## src/rtl/slc3Pkg.sv

```systemverilog
// Shared word, index, opcode and mux-select types for the LC-3 subset core, imported by all RTL
package slc3Pkg;

	// ----------------------------------------
	// Sizes
	// ----------------------------------------
	localparam int numRegs = 8;                         // R0..R7, R7 is the link register

	typedef logic [15:0] word_t;                        // Data and address word
	typedef logic [$clog2(numRegs)-1:0] regIdx_t;       // Register file index
	typedef logic [11:0] led_t;                         // PAUSE display value, IR[11:0]

	// ----------------------------------------
	// Opcodes in IR[15:12]
	// ----------------------------------------
	typedef enum logic [3:0]
	{
		opBr    = 4'b0000,                              // Conditional branch on NZP
		opAdd   = 4'b0001,                              // Register or imm5 form
		opJsr   = 4'b0100,                              // PC relative subroutine call
		opAnd   = 4'b0101,                              // Register or imm5 form
		opLdr   = 4'b0110,                              // Base plus offset6 load
		opStr   = 4'b0111,                              // Base plus offset6 store
		opNot   = 4'b1001,
		opJmp   = 4'b1100,                              // Also RET through R7
		opPause = 4'b1101                               // Show IR[11:0], wait for operator
	} opcode_t;

	// ----------------------------------------
	// Datapath select encodings
	// ----------------------------------------
	typedef enum logic [1:0]
	{
		aluAdd   = 2'b00,
		aluAnd   = 2'b01,
		aluNot   = 2'b10,
		aluPassA = 2'b11                                // SR1 straight onto the bus
	} aluFn_t;

	typedef enum logic [1:0]
	{
		pcInc   = 2'b00,                                // PC + 1
		pcBus   = 2'b01,                                // JMP target from bus
		pcAdder = 2'b10                                 // Branch and JSR target
	} pcSel_t;

	typedef enum logic [1:0]
	{
		addr2Zero  = 2'b00,
		addr2Off6  = 2'b01,                             // IR[5:0] sign extended
		addr2Off9  = 2'b10,                             // IR[8:0] sign extended
		addr2Off11 = 2'b11                              // IR[10:0] sign extended
	} addr2Sel_t;

endpackage

```

## src/rtl/ctrlIf.sv

```systemverilog
// Control word from the sequencer to the datapath; controlUnit uses modport ctrl, datapath dp
interface ctrlIf;
	import slc3Pkg::*;

	// Register loads
	logic ldMar;
	logic ldMdr;
	logic ldIr;
	logic ldBen;
	logic ldCc;
	logic ldReg;
	logic ldPc;
	logic ldLed;
	// Bus drivers, at most one high
	logic gatePc;
	logic gateMdr;
	logic gateAlu;
	logic gateMarmux;
	// Mux selects
	pcSel_t pcMux;
	logic drMux;                                        // 0 IR[11:9], 1 R7
	logic sr1Mux;                                       // 0 IR[11:9], 1 IR[8:6]
	logic sr2Mux;                                       // 0 register, 1 imm5
	logic addr1Mux;                                     // 0 PC, 1 base register
	addr2Sel_t addr2Mux;
	aluFn_t aluK;
	logic memOe;                                        // Read strobe, high active here

	modport ctrl (output ldMar, ldMdr, ldIr, ldBen, ldCc, ldReg, ldPc, ldLed,
		gatePc, gateMdr, gateAlu, gateMarmux,
		pcMux, drMux, sr1Mux, sr2Mux, addr1Mux, addr2Mux, aluK, memOe);
	modport dp (input ldMar, ldMdr, ldIr, ldBen, ldCc, ldReg, ldPc, ldLed,
		gatePc, gateMdr, gateAlu, gateMarmux,
		pcMux, drMux, sr1Mux, sr2Mux, addr1Mux, addr2Mux, aluK, memOe);

endinterface

```

## src/rtl/controlUnit.sv

```systemverilog
// Instruction sequencer and decoder FSM; drives every load, gate, select and memory strobe
module controlUnit
(
	input logic Clk,
	input logic rstN,
	input logic run,                                    // Start from halted, level sensitive
	input logic cont,                                   // Operator continue after PAUSE
	input slc3Pkg::opcode_t opcode,
	input logic ir5,                                    // Immediate flag for ADD and AND
	input logic ben,                                    // Branch enable latched at decode
	ctrlIf.ctrl ctrl,
	output logic memWeN
);
	import slc3Pkg::*;

	typedef enum logic [4:0]
	{
		halted,
		pauseIr1,                                       // Wait for cont press
		pauseIr2,                                       // Wait for cont release
		s18,                                            // MAR <- PC, PC++
		s33a,                                           // MDR <- M[MAR], first cycle
		s33b,                                           // Second read cycle, MDR loads
		s35,                                            // IR <- MDR
		s32,                                            // Decode, BEN latched
		s01,                                            // ADD
		s05,                                            // AND
		s09,                                            // NOT
		s06,                                            // LDR address
		s25a,                                           // LDR read
		s25b,
		s27,                                            // LDR writeback
		s07,                                            // STR address
		s23,                                            // STR MDR <- SR
		s16a,                                           // STR write
		s16b,
		s04,                                            // JSR R7 <- PC
		s21,                                            // JSR PC <- PC + off11
		s12,                                            // JMP PC <- BaseR
		s00,                                            // BR test
		s22                                             // BR PC <- PC + off9
	} state_t;

	state_t state;
	state_t stateNext;

	always_ff @(posedge Clk or negedge rstN)
	begin
		if (!rstN)
			state <= halted;
		else
			state <= stateNext;
	end

	// ----------------------------------------
	// Next state
	// ----------------------------------------
	always_comb
	begin
		stateNext = state;                              // Hold by default
		case (state)
			halted:
				if (run)
					stateNext = s18;
			pauseIr1:
				if (cont)
					stateNext = pauseIr2;
			pauseIr2:
				if (!cont)
					stateNext = s18;                    // Fetch only after release
			s18:  stateNext = s33a;
			s33a: stateNext = s33b;
			s33b: stateNext = s35;
			s35:  stateNext = s32;
			s32:
				case (opcode)
					opAdd:   stateNext = s01;
					opAnd:   stateNext = s05;
					opNot:   stateNext = s09;
					opBr:    stateNext = s00;
					opJmp:   stateNext = s12;
					opJsr:   stateNext = s04;
					opLdr:   stateNext = s06;
					opStr:   stateNext = s07;
					opPause: stateNext = pauseIr1;
					default: stateNext = halted;        // Unsupported opcode stops the core
				endcase
			s06:  stateNext = s25a;
			s25a: stateNext = s25b;
			s25b: stateNext = s27;
			s07:  stateNext = s23;
			s23:  stateNext = s16a;
			s16a: stateNext = s16b;
			s04:  stateNext = s21;
			s00:  stateNext = ben ? s22 : s18;          // Taken costs one more cycle
			s01, s05, s09, s27, s16b, s21, s12, s22:
				stateNext = s18;
			default:
				stateNext = halted;
		endcase
	end

	// ----------------------------------------
	// Control word decode
	// ----------------------------------------
	always_comb
	begin
		ctrl.ldMar = 1'b0;
		ctrl.ldMdr = 1'b0;
		ctrl.ldIr = 1'b0;
		ctrl.ldBen = 1'b0;
		ctrl.ldCc = 1'b0;
		ctrl.ldReg = 1'b0;
		ctrl.ldPc = 1'b0;
		ctrl.ldLed = 1'b0;
		ctrl.gatePc = 1'b0;
		ctrl.gateMdr = 1'b0;
		ctrl.gateAlu = 1'b0;
		ctrl.gateMarmux = 1'b0;
		ctrl.pcMux = pcInc;
		ctrl.drMux = 1'b0;
		ctrl.sr1Mux = 1'b0;
		ctrl.sr2Mux = 1'b0;
		ctrl.addr1Mux = 1'b0;
		ctrl.addr2Mux = addr2Zero;
		ctrl.aluK = aluAdd;
		ctrl.memOe = 1'b0;
		memWeN = 1'b1;                                  // Pin is low active

		case (state)
			s18:
			begin
				ctrl.gatePc = 1'b1;                     // Old PC into MAR
				ctrl.ldMar = 1'b1;
				ctrl.ldPc = 1'b1;                       // pcInc
			end
			s33a, s25a:
				ctrl.memOe = 1'b1;                      // SRAM settling cycle
			s33b, s25b:
			begin
				ctrl.memOe = 1'b1;
				ctrl.ldMdr = 1'b1;                      // Capture read data
			end
			s35:
			begin
				ctrl.gateMdr = 1'b1;
				ctrl.ldIr = 1'b1;
			end
			s32:
				ctrl.ldBen = 1'b1;
			pauseIr1, pauseIr2:
				ctrl.ldLed = 1'b1;                      // Show IR[11:0]
			s01, s05, s09:
			begin
				ctrl.sr2Mux = ir5;                      // imm5 when IR[5] set
				ctrl.sr1Mux = 1'b1;                     // IR[8:6]
				ctrl.gateAlu = 1'b1;
				ctrl.ldReg = 1'b1;
				ctrl.ldCc = 1'b1;
				if (state == s05)
					ctrl.aluK = aluAnd;
				else if (state == s09)
					ctrl.aluK = aluNot;
			end
			s06, s07:
			begin
				ctrl.sr1Mux = 1'b1;                     // BaseR in IR[8:6]
				ctrl.addr1Mux = 1'b1;
				ctrl.addr2Mux = addr2Off6;
				ctrl.gateMarmux = 1'b1;
				ctrl.ldMar = 1'b1;
			end
			s27:
			begin
				ctrl.gateMdr = 1'b1;                    // Loaded word to DR
				ctrl.ldReg = 1'b1;
				ctrl.ldCc = 1'b1;
			end
			s23:
			begin
				ctrl.aluK = aluPassA;                   // SR in IR[11:9] through ALU
				ctrl.gateAlu = 1'b1;
				ctrl.ldMdr = 1'b1;
			end
			s16a, s16b:
				memWeN = 1'b0;                          // MAR and MDR held stable
			s04:
			begin
				ctrl.gatePc = 1'b1;                     // Return address to R7
				ctrl.drMux = 1'b1;
				ctrl.ldReg = 1'b1;
				ctrl.ldCc = 1'b1;                       // Every register write sets CC
			end
			s21:
			begin
				ctrl.addr2Mux = addr2Off11;
				ctrl.pcMux = pcAdder;
				ctrl.ldPc = 1'b1;
			end
			s12:
			begin
				ctrl.sr1Mux = 1'b1;
				ctrl.aluK = aluPassA;
				ctrl.gateAlu = 1'b1;
				ctrl.pcMux = pcBus;
				ctrl.ldPc = 1'b1;
			end
			s22:
			begin
				ctrl.addr2Mux = addr2Off9;
				ctrl.pcMux = pcAdder;
				ctrl.ldPc = 1'b1;
			end
			default: ;                                  // halted, s00 idle
		endcase
	end

endmodule

```

## src/rtl/regFile.sv

```systemverilog
// Eight-word general register file; two asynchronous read ports and one clocked write port
module regFile
(
	input logic Clk,
	input logic rstN,
	input logic we,
	input slc3Pkg::regIdx_t wrIdx,
	input slc3Pkg::regIdx_t rdIdxA,
	input slc3Pkg::regIdx_t rdIdxB,
	input slc3Pkg::word_t wrData,
	output slc3Pkg::word_t rdDataA,
	output slc3Pkg::word_t rdDataB
);
	import slc3Pkg::*;

	word_t regs [numRegs];                              // R0..R7

	always_ff @(posedge Clk or negedge rstN)
	begin
		if (!rstN)
		begin
			for (int i = 0; i < numRegs; i++)
				regs[i] <= '0;                          // Program sees zeroed registers
		end
		else if (we)
		begin
			regs[wrIdx] <= wrData;
		end
	end

	// Reads see the old value during a write cycle
	assign rdDataA = regs[rdIdxA];
	assign rdDataB = regs[rdIdxB];

endmodule

```

## src/rtl/datapath.sv

```systemverilog
// Processor datapath with PC, MAR, MDR, IR, CC, BEN, ALU, address adder and the shared bus
module datapath
(
	input logic Clk,
	input logic rstN,
	input slc3Pkg::word_t memRdData,
	ctrlIf.dp ctrl,
	output slc3Pkg::word_t memAddr,
	output slc3Pkg::word_t memWrData,
	output slc3Pkg::opcode_t opcode,
	output logic ir5,
	output logic ben,
	output slc3Pkg::led_t led
);
	import slc3Pkg::*;

	word_t pc;
	word_t mar;
	word_t mdr;
	word_t ir;
	logic [2:0] nzp;                                    // Condition codes N, Z, P
	word_t bus;
	word_t aluOut;
	word_t aluB;
	word_t addr1;
	word_t addr2;
	word_t adderOut;
	word_t pcNext;
	word_t sr1Data;
	word_t sr2Data;
	regIdx_t wrIdx;
	regIdx_t sr1Idx;

	// ----------------------------------------
	// Register file and operand selection
	// ----------------------------------------
	assign wrIdx = ctrl.drMux ? 3'd7 : ir[11:9];        // R7 for JSR link
	assign sr1Idx = ctrl.sr1Mux ? ir[8:6] : ir[11:9];

	regFile i_regFile
	(
		.Clk(Clk),
		.rstN(rstN),
		.we(ctrl.ldReg),
		.wrIdx(wrIdx),
		.rdIdxA(sr1Idx),
		.rdIdxB(ir[2:0]),
		.wrData(bus),
		.rdDataA(sr1Data),
		.rdDataB(sr2Data)
	);

	assign aluB = ctrl.sr2Mux ? {{11{ir[4]}}, ir[4:0]} : sr2Data; // imm5 sign extended

	always_comb
	begin
		case (ctrl.aluK)
			aluAdd:  aluOut = sr1Data + aluB;
			aluAnd:  aluOut = sr1Data & aluB;
			aluNot:  aluOut = ~sr1Data;
			default: aluOut = sr1Data;                  // Pass A
		endcase
	end

	// ----------------------------------------
	// Address adder and PC source
	// ----------------------------------------
	always_comb
	begin
		case (ctrl.addr2Mux)
			addr2Off6:  addr2 = {{10{ir[5]}}, ir[5:0]};
			addr2Off9:  addr2 = {{7{ir[8]}}, ir[8:0]};
			addr2Off11: addr2 = {{5{ir[10]}}, ir[10:0]};
			default:    addr2 = '0;
		endcase
	end

	assign addr1 = ctrl.addr1Mux ? sr1Data : pc;        // Base register or PC
	assign adderOut = addr1 + addr2;

	always_comb
	begin
		case (ctrl.pcMux)
			pcBus:   pcNext = bus;
			pcAdder: pcNext = adderOut;
			default: pcNext = pc + 16'd1;
		endcase
	end

	// Single gate active, idle bus reads zero
	always_comb
	begin
		bus = '0;
		if (ctrl.gatePc)
			bus = pc;
		else if (ctrl.gateMdr)
			bus = mdr;
		else if (ctrl.gateAlu)
			bus = aluOut;
		else if (ctrl.gateMarmux)
			bus = adderOut;
	end

	// ----------------------------------------
	// Architectural registers
	// ----------------------------------------
	always_ff @(posedge Clk or negedge rstN)
	begin
		if (!rstN)
		begin
			pc <= '0;
			mar <= '0;
			mdr <= '0;
			ir <= '0;
			nzp <= '0;
			ben <= 1'b0;
			led <= '0;
		end
		else
		begin
			if (ctrl.ldPc)
				pc <= pcNext;
			if (ctrl.ldMar)
				mar <= bus;
			if (ctrl.ldMdr)
				mdr <= ctrl.memOe ? memRdData : bus;    // SRAM read or store data
			if (ctrl.ldIr)
				ir <= bus;
			if (ctrl.ldCc)
				nzp <= {bus[15], bus == '0, !bus[15] && bus != '0};
			if (ctrl.ldBen)
				ben <= |(ir[11:9] & nzp);               // Branch mask against CC
			if (ctrl.ldLed)
				led <= ir[11:0];
		end
	end

	assign memAddr = mar;
	assign memWrData = mdr;
	assign opcode = opcode_t'(ir[15:12]);
	assign ir5 = ir[5];

endmodule

```

## src/rtl/slc3Top.sv

```systemverilog
// Top level of the LC-3 subset core; connects sequencer and datapath to the external SRAM pins
module slc3Top
(
	input logic Clk,
	input logic rstN,
	input logic run,                                    // Start or restart from halted
	input logic cont,                                   // Continue after PAUSE
	input slc3Pkg::word_t memRdData,
	output slc3Pkg::word_t memAddr,
	output slc3Pkg::word_t memWrData,
	output logic memOeN,
	output logic memWeN,
	output slc3Pkg::led_t led
);
	import slc3Pkg::*;

	ctrlIf ctrlBus ();                                  // Control word bundle

	opcode_t opcode;
	logic ir5;
	logic ben;

	controlUnit i_controlUnit
	(
		.Clk(Clk),
		.rstN(rstN),
		.run(run),
		.cont(cont),
		.opcode(opcode),
		.ir5(ir5),
		.ben(ben),
		.ctrl(ctrlBus),
		.memWeN(memWeN)
	);

	datapath i_datapath
	(
		.Clk(Clk),
		.rstN(rstN),
		.memRdData(memRdData),
		.ctrl(ctrlBus),
		.memAddr(memAddr),
		.memWrData(memWrData),
		.opcode(opcode),
		.ir5(ir5),
		.ben(ben),
		.led(led)
	);

	// SRAM output enable pin is low active
	assign memOeN = ~ctrlBus.memOe;

endmodule

```

## config.mk

```make
export PLATFORM = sky130hd
export DESIGN_NAME = slc3Top
export DESIGN_NICKNAME = d
export VERILOG_FILES = /design/src/rtl/slc3Pkg.sv /design/src/rtl/ctrlIf.sv /design/src/rtl/controlUnit.sv /design/src/rtl/regFile.sv /design/src/rtl/datapath.sv /design/src/rtl/slc3Top.sv
export SDC_FILE = /design/constraint.sdc
export NUM_CORES = 1
export LEC_CHECK = 0
export BUFFER_PORTS_ARGS = -buffer_cell sky130_fd_sc_hd__buf_2
export CORE_AREA = 3 3 170 172
export CTS_CLUSTER_DIAMETER = 120
export DETAILED_ROUTE_END_ITERATION = 12
export DIE_AREA = 0 0 173 175
export GPL_TIMING_DRIVEN = 1
export HOLD_SLACK_MARGIN = 0.08
export PLACE_DENSITY = 0.75
export SLEW_MARGIN = 10
export SYNTH_ARGS = -nofsm -noshare
export SYNTH_HDL_FRONTEND = slang
export SYNTH_SLANG_ARGS = --single-unit
```

## constraint.sdc

```tcl
create_clock -name Clk -period 11.5 [get_ports Clk]
set_clock_uncertainty 0.15 [all_clocks]
set_input_delay 0 -clock Clk [delete_from_list [all_inputs] [get_ports Clk]]
set_output_delay 0 -clock Clk [all_outputs]
set_load 0.02 [all_outputs]
```

# ---- Word level (Yosys, flattened, before mapping)
# Memory sizes are Yosys's and may differ from the RTL's.
# Cells that the tools add are included.
# Widths: inputs -> output; s select.
dict set report totals {
  memories 1
  ram_bits 0
  latch_bits 0
  romBits 80
  input_bits 20
  word_cells 136
  out_inout_bits 46
  regBits 213
}
# memory depth width read_ports rd_clocked_by_memory_dff write_ports line
set memory_table {}
lappend memory_table {{(name not given)} 16 5 1 0 0 controlUnit.sv:76} ;# case (opcode)
dict set report classes {
  n_mux 47
  order_cmp 4
  n_addsub 3
  n_shift 0
  div 0
  reduce_logical 25
  eq_ne 33
  multipliers 0
  bitwise 7
}
# op count
set ops {}
lappend ops {{$mux 16} 12}
lappend ops {{$bwmux 128} 1}
lappend ops {{$bmux 16 s3} 2}
lappend ops {{$pmux 16 s3} 2}
lappend ops {{$pmux 5 s17} 1}
lappend ops {{$demux 16 s3} 1}
lappend ops {{$eq 5x4->1 const B} 8}
lappend ops {{$eq 5x5->1 const B} 8}
lappend ops {{$add 16x16->16} 2}
lappend ops {{$pmux 16 s2} 1}
lappend ops {{$eq 5x3->1 const B} 4}
lappend ops {{$mux 5} 4}
lappend ops {{$add 16x1->16 const B} 1}
lappend ops {{$and 16x16->16} 1}
lappend ops {{$logic_not 16->1} 1}
lappend ops {{$mux 1} 16}
lappend ops {{$not 16->16} 1}
lappend ops {{$reduce_bool 16->1} 1}
lappend ops {{$reduce_or 2->1} 7}
lappend ops {{$ge 4x4->1 const B} 3}
lappend ops {{$not 3->4} 3}
lappend ops {{$reduce_or 3->1} 4}
lappend ops {{$eq 5x2->1 const B} 2}
lappend ops {{$reduce_or 5->1} 2}
lappend ops {{other kinds (19)} 31}

# ---- Longest topological paths before layout
# Gate-level depths: netlist (run 1).
dict set report depth {
  depth_word 16
  depth_mapped 27
  ltp_nobuf 23
}

# ---- By module
# A second synthesis (run 1) with hierarchy kept.
dict set report hier_totals {
  hier_cells 1305
  hier_area_um2 14466.4
}
# mod n_inst area_per_inst_um2 seq_area_each_um2 cells_per_inst
set modules_own_cells {}
lappend modules_own_cells {regFile 1 7000.5 3203.1 393}
lappend modules_own_cells {datapath 1 6700.2 2001.9 796}
lappend modules_own_cells {controlUnit 1 762.0 125.1 115}
lappend modules_own_cells {slc3Top 1 3.8 0.0 1}

# ---- Least setup slack after synthesis (run 1)
# No wires, ideal clock.
dict set report synth_path {
  kind {register -> register}
  startpoint {reg i_controlUnit.state[4]}
  endpoint {reg i_datapath.i_regFile.regs[127] (netlist bit)}
  t_required_ns 11.211
  t_arrival_ns 4.962
  setup_ns 0.139
  synth_period_minus_slack_ns 5.251
  n_path_buf 5
  slack_ns 6.249
  stages_incl_launch_ff 24
  path_cell_list {dfrtp_1 > buf_6 > or3b_1 > buf_6 > o211ai_4 > mux2_4 > buf_12 > buf_12 > mux4_2 > mux2i_1 > o21ai_0 > ha_1 > or3_1 > a2bb2oi_1 > a31o_2 > a21o_1 > a31oi_1 > o21ai_0 > xnor2_1 > xnor2_1 > nor2_1 > a211oi_2 > clkbuf_1 > o21ai_0}
}
dict set report synth_between {
  elab_chain_cells 15
  elab_cells_between_ends 64
  classes_between {2 x add/sub; 2 x order compare; 18 x eq/ne; 28 x mux; 4 x bitwise; 10 x reduce/logical}
}
# element line
set synth_rtl {}
lappend synth_rtl {{start, declared} controlUnit.sv:44} ;# state_t state;
lappend synth_rtl {{start signal, assigned} controlUnit.sv:50} ;# state <= halted;
lappend synth_rtl {{start signal, assigned} controlUnit.sv:52} ;# state <= stateNext;
lappend synth_rtl {{$eq 5x4->1 (tied with other cells)} controlUnit.sv:130} ;# case (state)
lappend synth_rtl {{$reduce_or 6->1 (no source line)} -}
lappend synth_rtl {{$mux 1} controlUnit.sv:130}
lappend synth_rtl {{$mux 3} datapath.sv:38} ;# assign sr1Idx = ctrl.sr1Mux ? ir[8:6] : ir[11:9];
lappend synth_rtl {{$not 3->4 (implied by the code)} regFile.sv:32} ;# assign rdDataA = regs[rdIdxA];
lappend synth_rtl {{$bmux 16 s3} regFile.sv:32}
lappend synth_rtl {{$mux 16 (implied by the code) (2 in series)} regFile.sv:32}
lappend synth_rtl {{$mux 16} datapath.sv:78} ;# assign addr1 = ctrl.addr1Mux ? sr1Data : pc;
lappend synth_rtl {{$add 16x16->16} datapath.sv:79} ;# assign adderOut = addr1 + addr2;
lappend synth_rtl {{$mux 16} datapath.sv:100} ;# else if (ctrl.gateMarmux)
lappend synth_rtl {{$mux 16} datapath.sv:98} ;# else if (ctrl.gateAlu)
lappend synth_rtl {{$mux 16} datapath.sv:96} ;# else if (ctrl.gateMdr)
lappend synth_rtl {{$mux 16} datapath.sv:94} ;# if (ctrl.gatePc)
lappend synth_rtl {{$bwmux 128} regFile.sv:27} ;# regs[wrIdx] <= wrData;
lappend synth_rtl {{end signal, assigned by index} regFile.sv:27}
lappend synth_rtl {{end, declared} regFile.sv:16} ;# word_t regs [numRegs];
# Parallel ways exist; a longest one is shown, timed or not. The select of a mux whose other input is x is not followed.
# A chain may end at the register's enable or synchronous reset.

# ---- Final worst setup path (run 1)
dict set report layout_path {
  startpoint {reg i_controlUnit.state[0]}
  endpoint {reg i_datapath.mdr[15] (netlist: i_datapath.memWrData[15])}
}
dict set report layout_between {
  elab_chain_cells 15
  elab_cells_between_ends 62
  classes_between {2 x add/sub; 22 x eq/ne; 25 x mux; 3 x bitwise; 10 x reduce/logical}
}
# element line
set layout_rtl {}
lappend layout_rtl {{$eq 5x4->1 (tied with other cells)} controlUnit.sv:130}
lappend layout_rtl {{$reduce_or 6->1 (no source line)} -}
lappend layout_rtl {{$mux 1} controlUnit.sv:130}
lappend layout_rtl {{$mux 3} datapath.sv:38}
lappend layout_rtl {{$not 3->4 (implied by the code)} regFile.sv:32}
lappend layout_rtl {{$bmux 16 s3} regFile.sv:32}
lappend layout_rtl {{$mux 16 (implied by the code) (2 in series)} regFile.sv:32}
lappend layout_rtl {{$mux 16} datapath.sv:78}
lappend layout_rtl {{$add 16x16->16} datapath.sv:79}
lappend layout_rtl {{$mux 16} datapath.sv:100}
lappend layout_rtl {{$mux 16} datapath.sv:98}
lappend layout_rtl {{$mux 16} datapath.sv:96}
lappend layout_rtl {{$mux 16} datapath.sv:94}
lappend layout_rtl {{$mux 16} datapath.sv:126} ;# mdr <= ctrl.memOe ? memRdData : bus;
lappend layout_rtl {{end signal, assigned} datapath.sv:126}
lappend layout_rtl {{end, declared} datapath.sv:19} ;# word_t mdr;
# Parallel ways exist; a longest one is shown, timed or not. The select of a mux whose other input is x is not followed.

==> qor.txt, run 1 <==
Outcome = finished, final reports clean
Routed via count = 12,900
Max cap viols = 0
CP arrival = 7.71 ns
Synthesized cell area = 0.0142 mm^2
Final Max Tran Viols = 0
Most common cell after layout, fill and taps aside = dfrtp_1
Total track usage = 30.3%
M1 wire length = 19,100 um
Largest net degree at the start of global routing = 87
Grt total ovfl = 0
Drt pass-1 iters = 5
R2r endpoint = i_datapath.memWrData[15]
Average size of a mapped cell = 9.15 um^2
Diodes inserted = 0
Top Metal Used = met5
Fmax = 135 MHz
# IOs = 66
WL final = 47,000 um
First-pass GRT wire length = 72,600 um
Nets = 1,637
Area delta synth->final = 12.3%
CTS tree = done
Hold_ws = 0.120 ns
Total CTS buffers = 25
Critical path cell sequence = nor2b_1, a2111oi_4, a21oi_1, buf_4, nor2_1, a22oi_2, nand2_1, o21ai_0, ha_1, a21oi_1, o211ai_1, a31o_2, a21o_1, a31oi_1, o21ai_0, xnor2_1, xnor2_1, nor2_1, a211oi_4, and2_1, o2bb2ai_1
DIE AREA = 0.0303 mm^2
Clock root buffer = clkbuf_16
Setup bufs post-CTS = 0
CTS Sinks = 213
H-tree levels = 1
CTS-repair resized insts = 0
Post-synth EDFFs = 0
Slowest cell on crit path = dfrtp_1
Port Buf Inserts = 65
Worst r2r src = i_controlUnit.state[0]
Max-slew headroom = 18.7%
Critical path class = reg2reg
Seq/Total Area, Yosys = 37.6%
Most frequent cells in the layout = dfrtp_1, nand2_1, a21oi_1
CP Launch Type = flip-flop
Total core area = 0.0276 mm^2
Endpoints failing setup = 0
Final period util = 64.6%
Post-synthesis register bit count = 213
Row cnt = 61
Die height = 175 um
Worst setup margin = 4.07 ns
Worst slack, placed = 4.13 ns
DRC viols = 0
Worst Hold Class = in2reg
Clk_lat worst skew = 0.56 ns
Worst hold start = memRdData[5]
Lkg Pwr = 6.97 nW
Least-Margin Pin Slew = 1.22 ns
Fin Setup TNS = 0 ns
Synth cell types = 90
FF-to-FF path depth = 21
YS warnings = 0
Crit. End Element = flip-flop
Antenna violations before repair = 1
Layout cell share with drive strength beyond 1 = 19.9%
Hold path depth = 4
Vias in the first global route = 12,500
Met2 wire len = 21,400 um
Routed Antenna Nets = 0
Min cycle time layout = 7.43 ns
Cell count after synthesis = 1,549
DRT iter0 DRCs = 1,547
Routed WL per cell = 23.8 um
Final hold violation count = 0
RSZ-0062 raised after global routing = false
Syn_nets = 1,604
Worst vdd ir = 0.142 mV
DR vias/cell = 6.52
Most used flip-flop cell after synthesis = dfrtp_1
Core Util, Final = 57.6%
Hold EP = i_datapath.memWrData[5]
CTS max path bufs = 3
Worst path max stage delay = 0.87 ns
Total power = 4.42 mW
GPL Wtd Cong = 0.972
Cts hold-fix bufs = 22
Pwr Density = 278 mW/mm^2
Die width = 173 um
WP data required = 11.78 ns
DP HPWL = 32,400 um
Crit path max-delay family = compound AO/OA/AOI/OAI gates
Starting density of the core = 51.3%
Wire length on met3 = 3980 um
Asr flop ratio synth = 100%
Worst reg2reg setup slack = 4.07 ns
Worst-path fanout max = 27
CP bufs+invs = 1
Clock slew at reported path FFs = 0.06 ns
metal layers:
metal	global-route usage, %	vias to the layer above
li1	-	5757
met1	40.5	6335
met2	48.2	643
met3	5.50	152
met4	14.4	2
met5	0	-
flip-flops by register name (all words and copies together) (netlist names):
register / flops
i_datapath.ir: 16
i_datapath.ben: 1
i_datapath.pc: 16
i_datapath.led: 12
i_datapath.memAddr: 16
i_datapath.memWrData: 16
i_datapath.nzp: 3
i_datapath.i_regFile.regs: 128
i_controlUnit.state: 5
synth_stat cells (8+ instances only):
cell type | number | area share [%]
a211oi_1 | 11 | 0.58
a21o_1 | 12 | 0.64
a21oi_1 | 155 | 5.5
a221oi_1 | 14 | 0.87
a31oi_1 | 26 | 1.1
a32oi_1 | 8 | 0.49
and2_1 | 10 | 0.44
and3_1 | 17 | 0.75
buf_2 | 12 | 0.42
clkbuf_1 | 92 | 2.4
dfrtp_1 | 213 | 38
ha_1 | 34 | 3.0
inv_1 | 46 | 1.2
mux2_2 | 91 | 7.2
mux2i_1 | 44 | 3.1
mux4_2 | 40 | 6.4
nand2_1 | 205 | 5.4
nand2b_1 | 9 | 0.40
nand3_1 | 40 | 1.4
nand4_1 | 14 | 0.62
nor2_1 | 127 | 3.4
nor2b_1 | 8 | 0.35
nor3_1 | 15 | 0.53
nor4_1 | 10 | 0.44
o211ai_1 | 10 | 0.53
o21ai_0 | 105 | 3.7
o22ai_1 | 10 | 0.44
xnor2_1 | 12 | 0.74
stage by stage:
stage          std cells  instance area (um^2)
2_1_floorplan       1549                 14200
3_3_place_gp        1911                 14800
3_5_place_dp        1911                 14800
4_1_cts             1977                 15900
5_1_grt             1977                 15900
6_report            1977                 15900
report_power, final:
| group | switching [mW] | total, mW | internal [mW] |
|---|---|---|---|
| logic | 1.55 | 2.37 | 0.819 |
| clock network | 0.342 | 0.831 | 0.489 |
| registers | 0.270 | 1.22 | 0.955 |
final cells by class:
| class | instances | area [um^2] |
|---|---|---|
| fill | 2382 | 11700 |
| timing repair buffer | 124 | 851 |
| inverter | 46 | 173 |
| clock buffer | 29 | 671 |
| multi-input combinational | 1172 | 8230 |
| sequential | 213 | 5330 |
| tap | 378 | 473 |
| clock inverter | 15 | 183 |
worst max-delay path by stage:
stage / from / to / slack [ns] / cells past startpoint
after CTS: i_controlUnit.state[1] / i_datapath.pc[6] / 4.14 / 21
after global routing: i_controlUnit.state[4] / i_datapath.nzp[1] / 3.49 / 23
after global placement: i_controlUnit.state[1] / i_datapath.pc[6] / 4.32 / 21
final: i_controlUnit.state[0] / i_datapath.memWrData[15] / 4.07 / 21
after floorplan: i_controlUnit.state[4] / i_datapath.i_regFile.regs[127] / 6.25 / 23
after detailed placement: i_controlUnit.state[0] / i_datapath.pc[6] / 4.13 / 22
worst register-to-register path, cell delays in order, from the launching register on:
cell and delay [ns]:
dfrtp_1 0.87, nor2b_1 0.67, a2111oi_4 0.22, a21oi_1 0.56
buf_4 0.36, nor2_1 0.10, a22oi_2 0.48, nand2_1 0.36
o21ai_0 0.36, ha_1 0.29, a21oi_1 0.21, o211ai_1 0.19
a31o_2 0.27, a21o_1 0.20, a31oi_1 0.20, o21ai_0 0.12
xnor2_1 0.28, xnor2_1 0.16, nor2_1 0.09, a211oi_4 0.87
and2_1 0.24, o2bb2ai_1 0.07
cells by family (layout without fill, tap and decap cells):
group	after synthesis	after routing	synth area share (%)
compound gates	448	448	20.4
mux	176	176	16.8
buf+inv	164	214	4.89
fa+ha+maj	35	35	3.14
simple gates	494	494	16.0
flops	213	213	37.6
xor+xnor	19	19	1.17
Note: power is estimated with default switching activity, not from simulation.
==> inputs of run 2 (changes only) <==
==> constraint.sdc (replaced) <==
create_clock -name Clk -period 7.6 [get_ports Clk]
set_clock_uncertainty 0.15 [all_clocks]
set_input_delay 0 -clock Clk [delete_from_list [all_inputs] [get_ports Clk]]
set_output_delay 0 -clock Clk [all_outputs]
set_load 0.02 [all_outputs]
==> run 2 against run 1 <==
Effect of this change:
- fmax is 12% higher
- critical path type unchanged
- register-to-register slack worse by 3.1 ns
- critical path depth decreased by 2
- routed wire length is 2.2% higher
- utilization increased by 0.41 points
- non-clock buffer count increased by 11
- sequential share of layout area shrank 0.24 points
- die area did not move
==> qor.txt, run 2 (synthesis results as in run 1) <==
Endpoints failing setup = 0 (unchanged)
CP Launch Point = i_controlUnit.state[2]
WL final = 48,100 um (+2.2%)
Die width = 173 um (unchanged)
Port Buf Inserts = 65 (unchanged)
DRT iter0 DRCs = 1,594 (+3.0%)
Routed via count = 13,000 (+0.51%)
Antenna violations before repair = 1 (unchanged)
Largest Register = i_datapath.i_regFile.regs
First-pass GRT wire length = 73,400 um (+1.1%)
Setup bufs post-CTS = 0 (unchanged)
GPL Wtd Cong = 0.976 (+0.37%)
Grt total ovfl = 0 (unchanged)
DRC viols = 0 (unchanged)
Worst vdd ir = 0.269 mV (+89%)
Max reg flops = 128 (unchanged)
Starting density of the core = 51.3% (unchanged)
Most frequent cells in the layout = dfrtp_1, nand2_1, a21oi_1
Finished Layout Cells = 1,988 (+0.56%)
Pwr Density = 425 mW/mm^2 (+53%)
Clk_lat worst skew = 0.53 ns (-0.03 ns)
WP data required = 7.83 ns (-3.95 ns)
CTS max path bufs = 3 (unchanged)
R2r endpoint = i_datapath.pc[13]
Worst-path fanout max = 26 (-3.7%)
DR vias/cell = 6.52 (about the same)
Max cap viols = 0 (unchanged)
Worst reg2reg setup slack = 0.97 ns (-3.10 ns)
Clock root buffer = clkbuf_16
CP bufs+invs = 0 (-1)
Max-slew headroom = 18.3% (-0.36 points)
Drt pass-1 iters = 6 (+1)
Routed Antenna Nets = 0 (unchanged)
Vias in the first global route = 12,400 (-1.1%)
Fmax = 151 MHz (+12%)
Total track usage = 31.0% (+0.62 points)
Crit path max-delay family = compound AO/OA/AOI/OAI gates
Routed WL per cell = 24.2 um (+1.6%)
Worst path max stage delay = 0.85 ns (-0.02 ns)
Final hold violation count = 0 (unchanged)
Crit. End Element = flip-flop
Area delta synth->final = 13.1%
Die height = 175 um (unchanged)
DP HPWL = 33,700 um (+3.7%)
Clock slew at reported path FFs = 0.07 ns (about the same)
Critical path class = reg2reg
CP Depth = 19 (-9.5%)
CTS Sinks = 213 (unchanged)
Fin Setup TNS = 0 ns (unchanged)
Nets = 1,647 (+0.61%)
Fill count = 2,429 (+2.0%)
CTS tree = done
CP Launch Type = flip-flop
Worst Hold Class = in2reg
Most common cell after layout, fill and taps aside = dfrtp_1
CTS-repair resized insts = 0 (unchanged)
Critical path cell sequence = nand3b_1, o211ai_4, mux2_4, mux4_2, mux2i_1, o21ai_0, ha_1, or3_1, a2bb2oi_1, nand4_1, nand2_1, a21o_1, a21oi_1, xnor2_1, nand2_1, a32o_1, nand2_1, a221oi_1, a311oi_1
DIE AREA = 0.0303 mm^2 (unchanged)
Least-Margin Pin Slew = 1.22 ns (+0.00924 ns)
CP arrival = 6.86 ns (-0.85 ns)
RSZ-0062 raised after global routing = false
# IOs = 66 (unchanged)
Total core area = 0.0276 mm^2 (unchanged)
CP endpoint = i_datapath.pc[13]
Diodes inserted = 0 (unchanged)
Largest net degree at the start of global routing = 97 (+11%)
Worst r2r src = i_controlUnit.state[2]
H-tree levels = 1 (unchanged)
Row cnt = 61 (unchanged)
Cts hold-fix bufs = 23 (+4.5%)
Placed cells = 1,921 (+0.52%)
Slowest cell on crit path = dfrtp_1
Total CTS buffers = 24 (-4.0%)
Outcome = finished, final reports clean
Lkg Pwr = 7.04 nW (+1.0%)
FF-to-FF path depth = 19 (-9.5%)
Final Max Tran Viols = 0 (unchanged)
Final period util = 87.2% (+23 points)
Layout cell share with drive strength beyond 1 = 20.3% (+0.36 points)
CP most frequent cell = nand2_1
Min cycle time layout = 6.63 ns (-0.798 ns)
-- run 2: per-stage QoR --
step	worst slack [ns]	power, mW	hold slack [ns]	utilization [%]	cell area, um^2
2_1_floorplan	2.35	4.16	-0.446	-	14200
4_1_cts	1.17	6.70	0.114	58.0	16000
6_report	0.969	6.80	0.128	58.0	16000
5_1_grt	0.629	7.15	0.154	58.0	16000
3_3_place_gp	1.33	5.29	-0.0799	53.8	14900
3_5_place_dp	1.20	5.34	-0.0699	53.8	14900
-- run 2: layout make-up --
cell class | instances | area, um^2 | share of cell area, %
clock buffers | 33 | 726 | 4.53
clock inverters | 11 | 175 | 1.09
well taps | 378 | 473 | 2.95
multi-input cells | 1172 | 8210 | 51.2
repair buffers | 135 | 936 | 5.84
flip-flops and latches | 213 | 5330 | 33.3
inverters | 46 | 173 | 1.08
-- run 2: power by group --
part / switching (mW) / total [mW] / internal (mW)
combinational: 2.32 / 3.61 / 1.28
clock: 0.507 / 1.31 / 0.807
sequential: 0.440 / 1.88 / 1.44
total: 3.27 / 6.80 / 3.54
-- run 2: worst min-delay path by stage --
stage                       start                       end  slack (ns)  cells after the start
floorplan                    rstN    i_controlUnit.state[0]       -0.45                      0
global placement             rstN    i_controlUnit.state[3]       -0.08                      1
detailed placement           rstN    i_controlUnit.state[3]       -0.07                      1
CTS                  memRdData[5]   i_datapath.memWrData[5]        0.11                      4
global route        memRdData[14]  i_datapath.memWrData[14]        0.15                      4
finish               memRdData[5]   i_datapath.memWrData[5]        0.13                      4
-- run 2: layer usage --
metal	wire [um]	share of wire, %	track usage (%)
met3	4890	10	6.35
met1	19400	40	42.5
met5	0	0	0
met2	21400	45	47.9
met4	2290	4.8	13.4
-- run 2: worst register-to-register path, cell delays in order, from the launching register on --
cell,delay [ns]
dfrtp_1,0.85
nand3b_1,0.33
o211ai_4,0.44
mux2_4,0.56
mux4_2,0.59
mux2i_1,0.45
o21ai_0,0.18
ha_1,0.27
or3_1,0.40
a2bb2oi_1,0.18
nand4_1,0.11
nand2_1,0.08
a21o_1,0.19
a21oi_1,0.17
xnor2_1,0.12
nand2_1,0.08
a32o_1,0.42
nand2_1,0.39
a221oi_1,0.45
a311oi_1,0.08
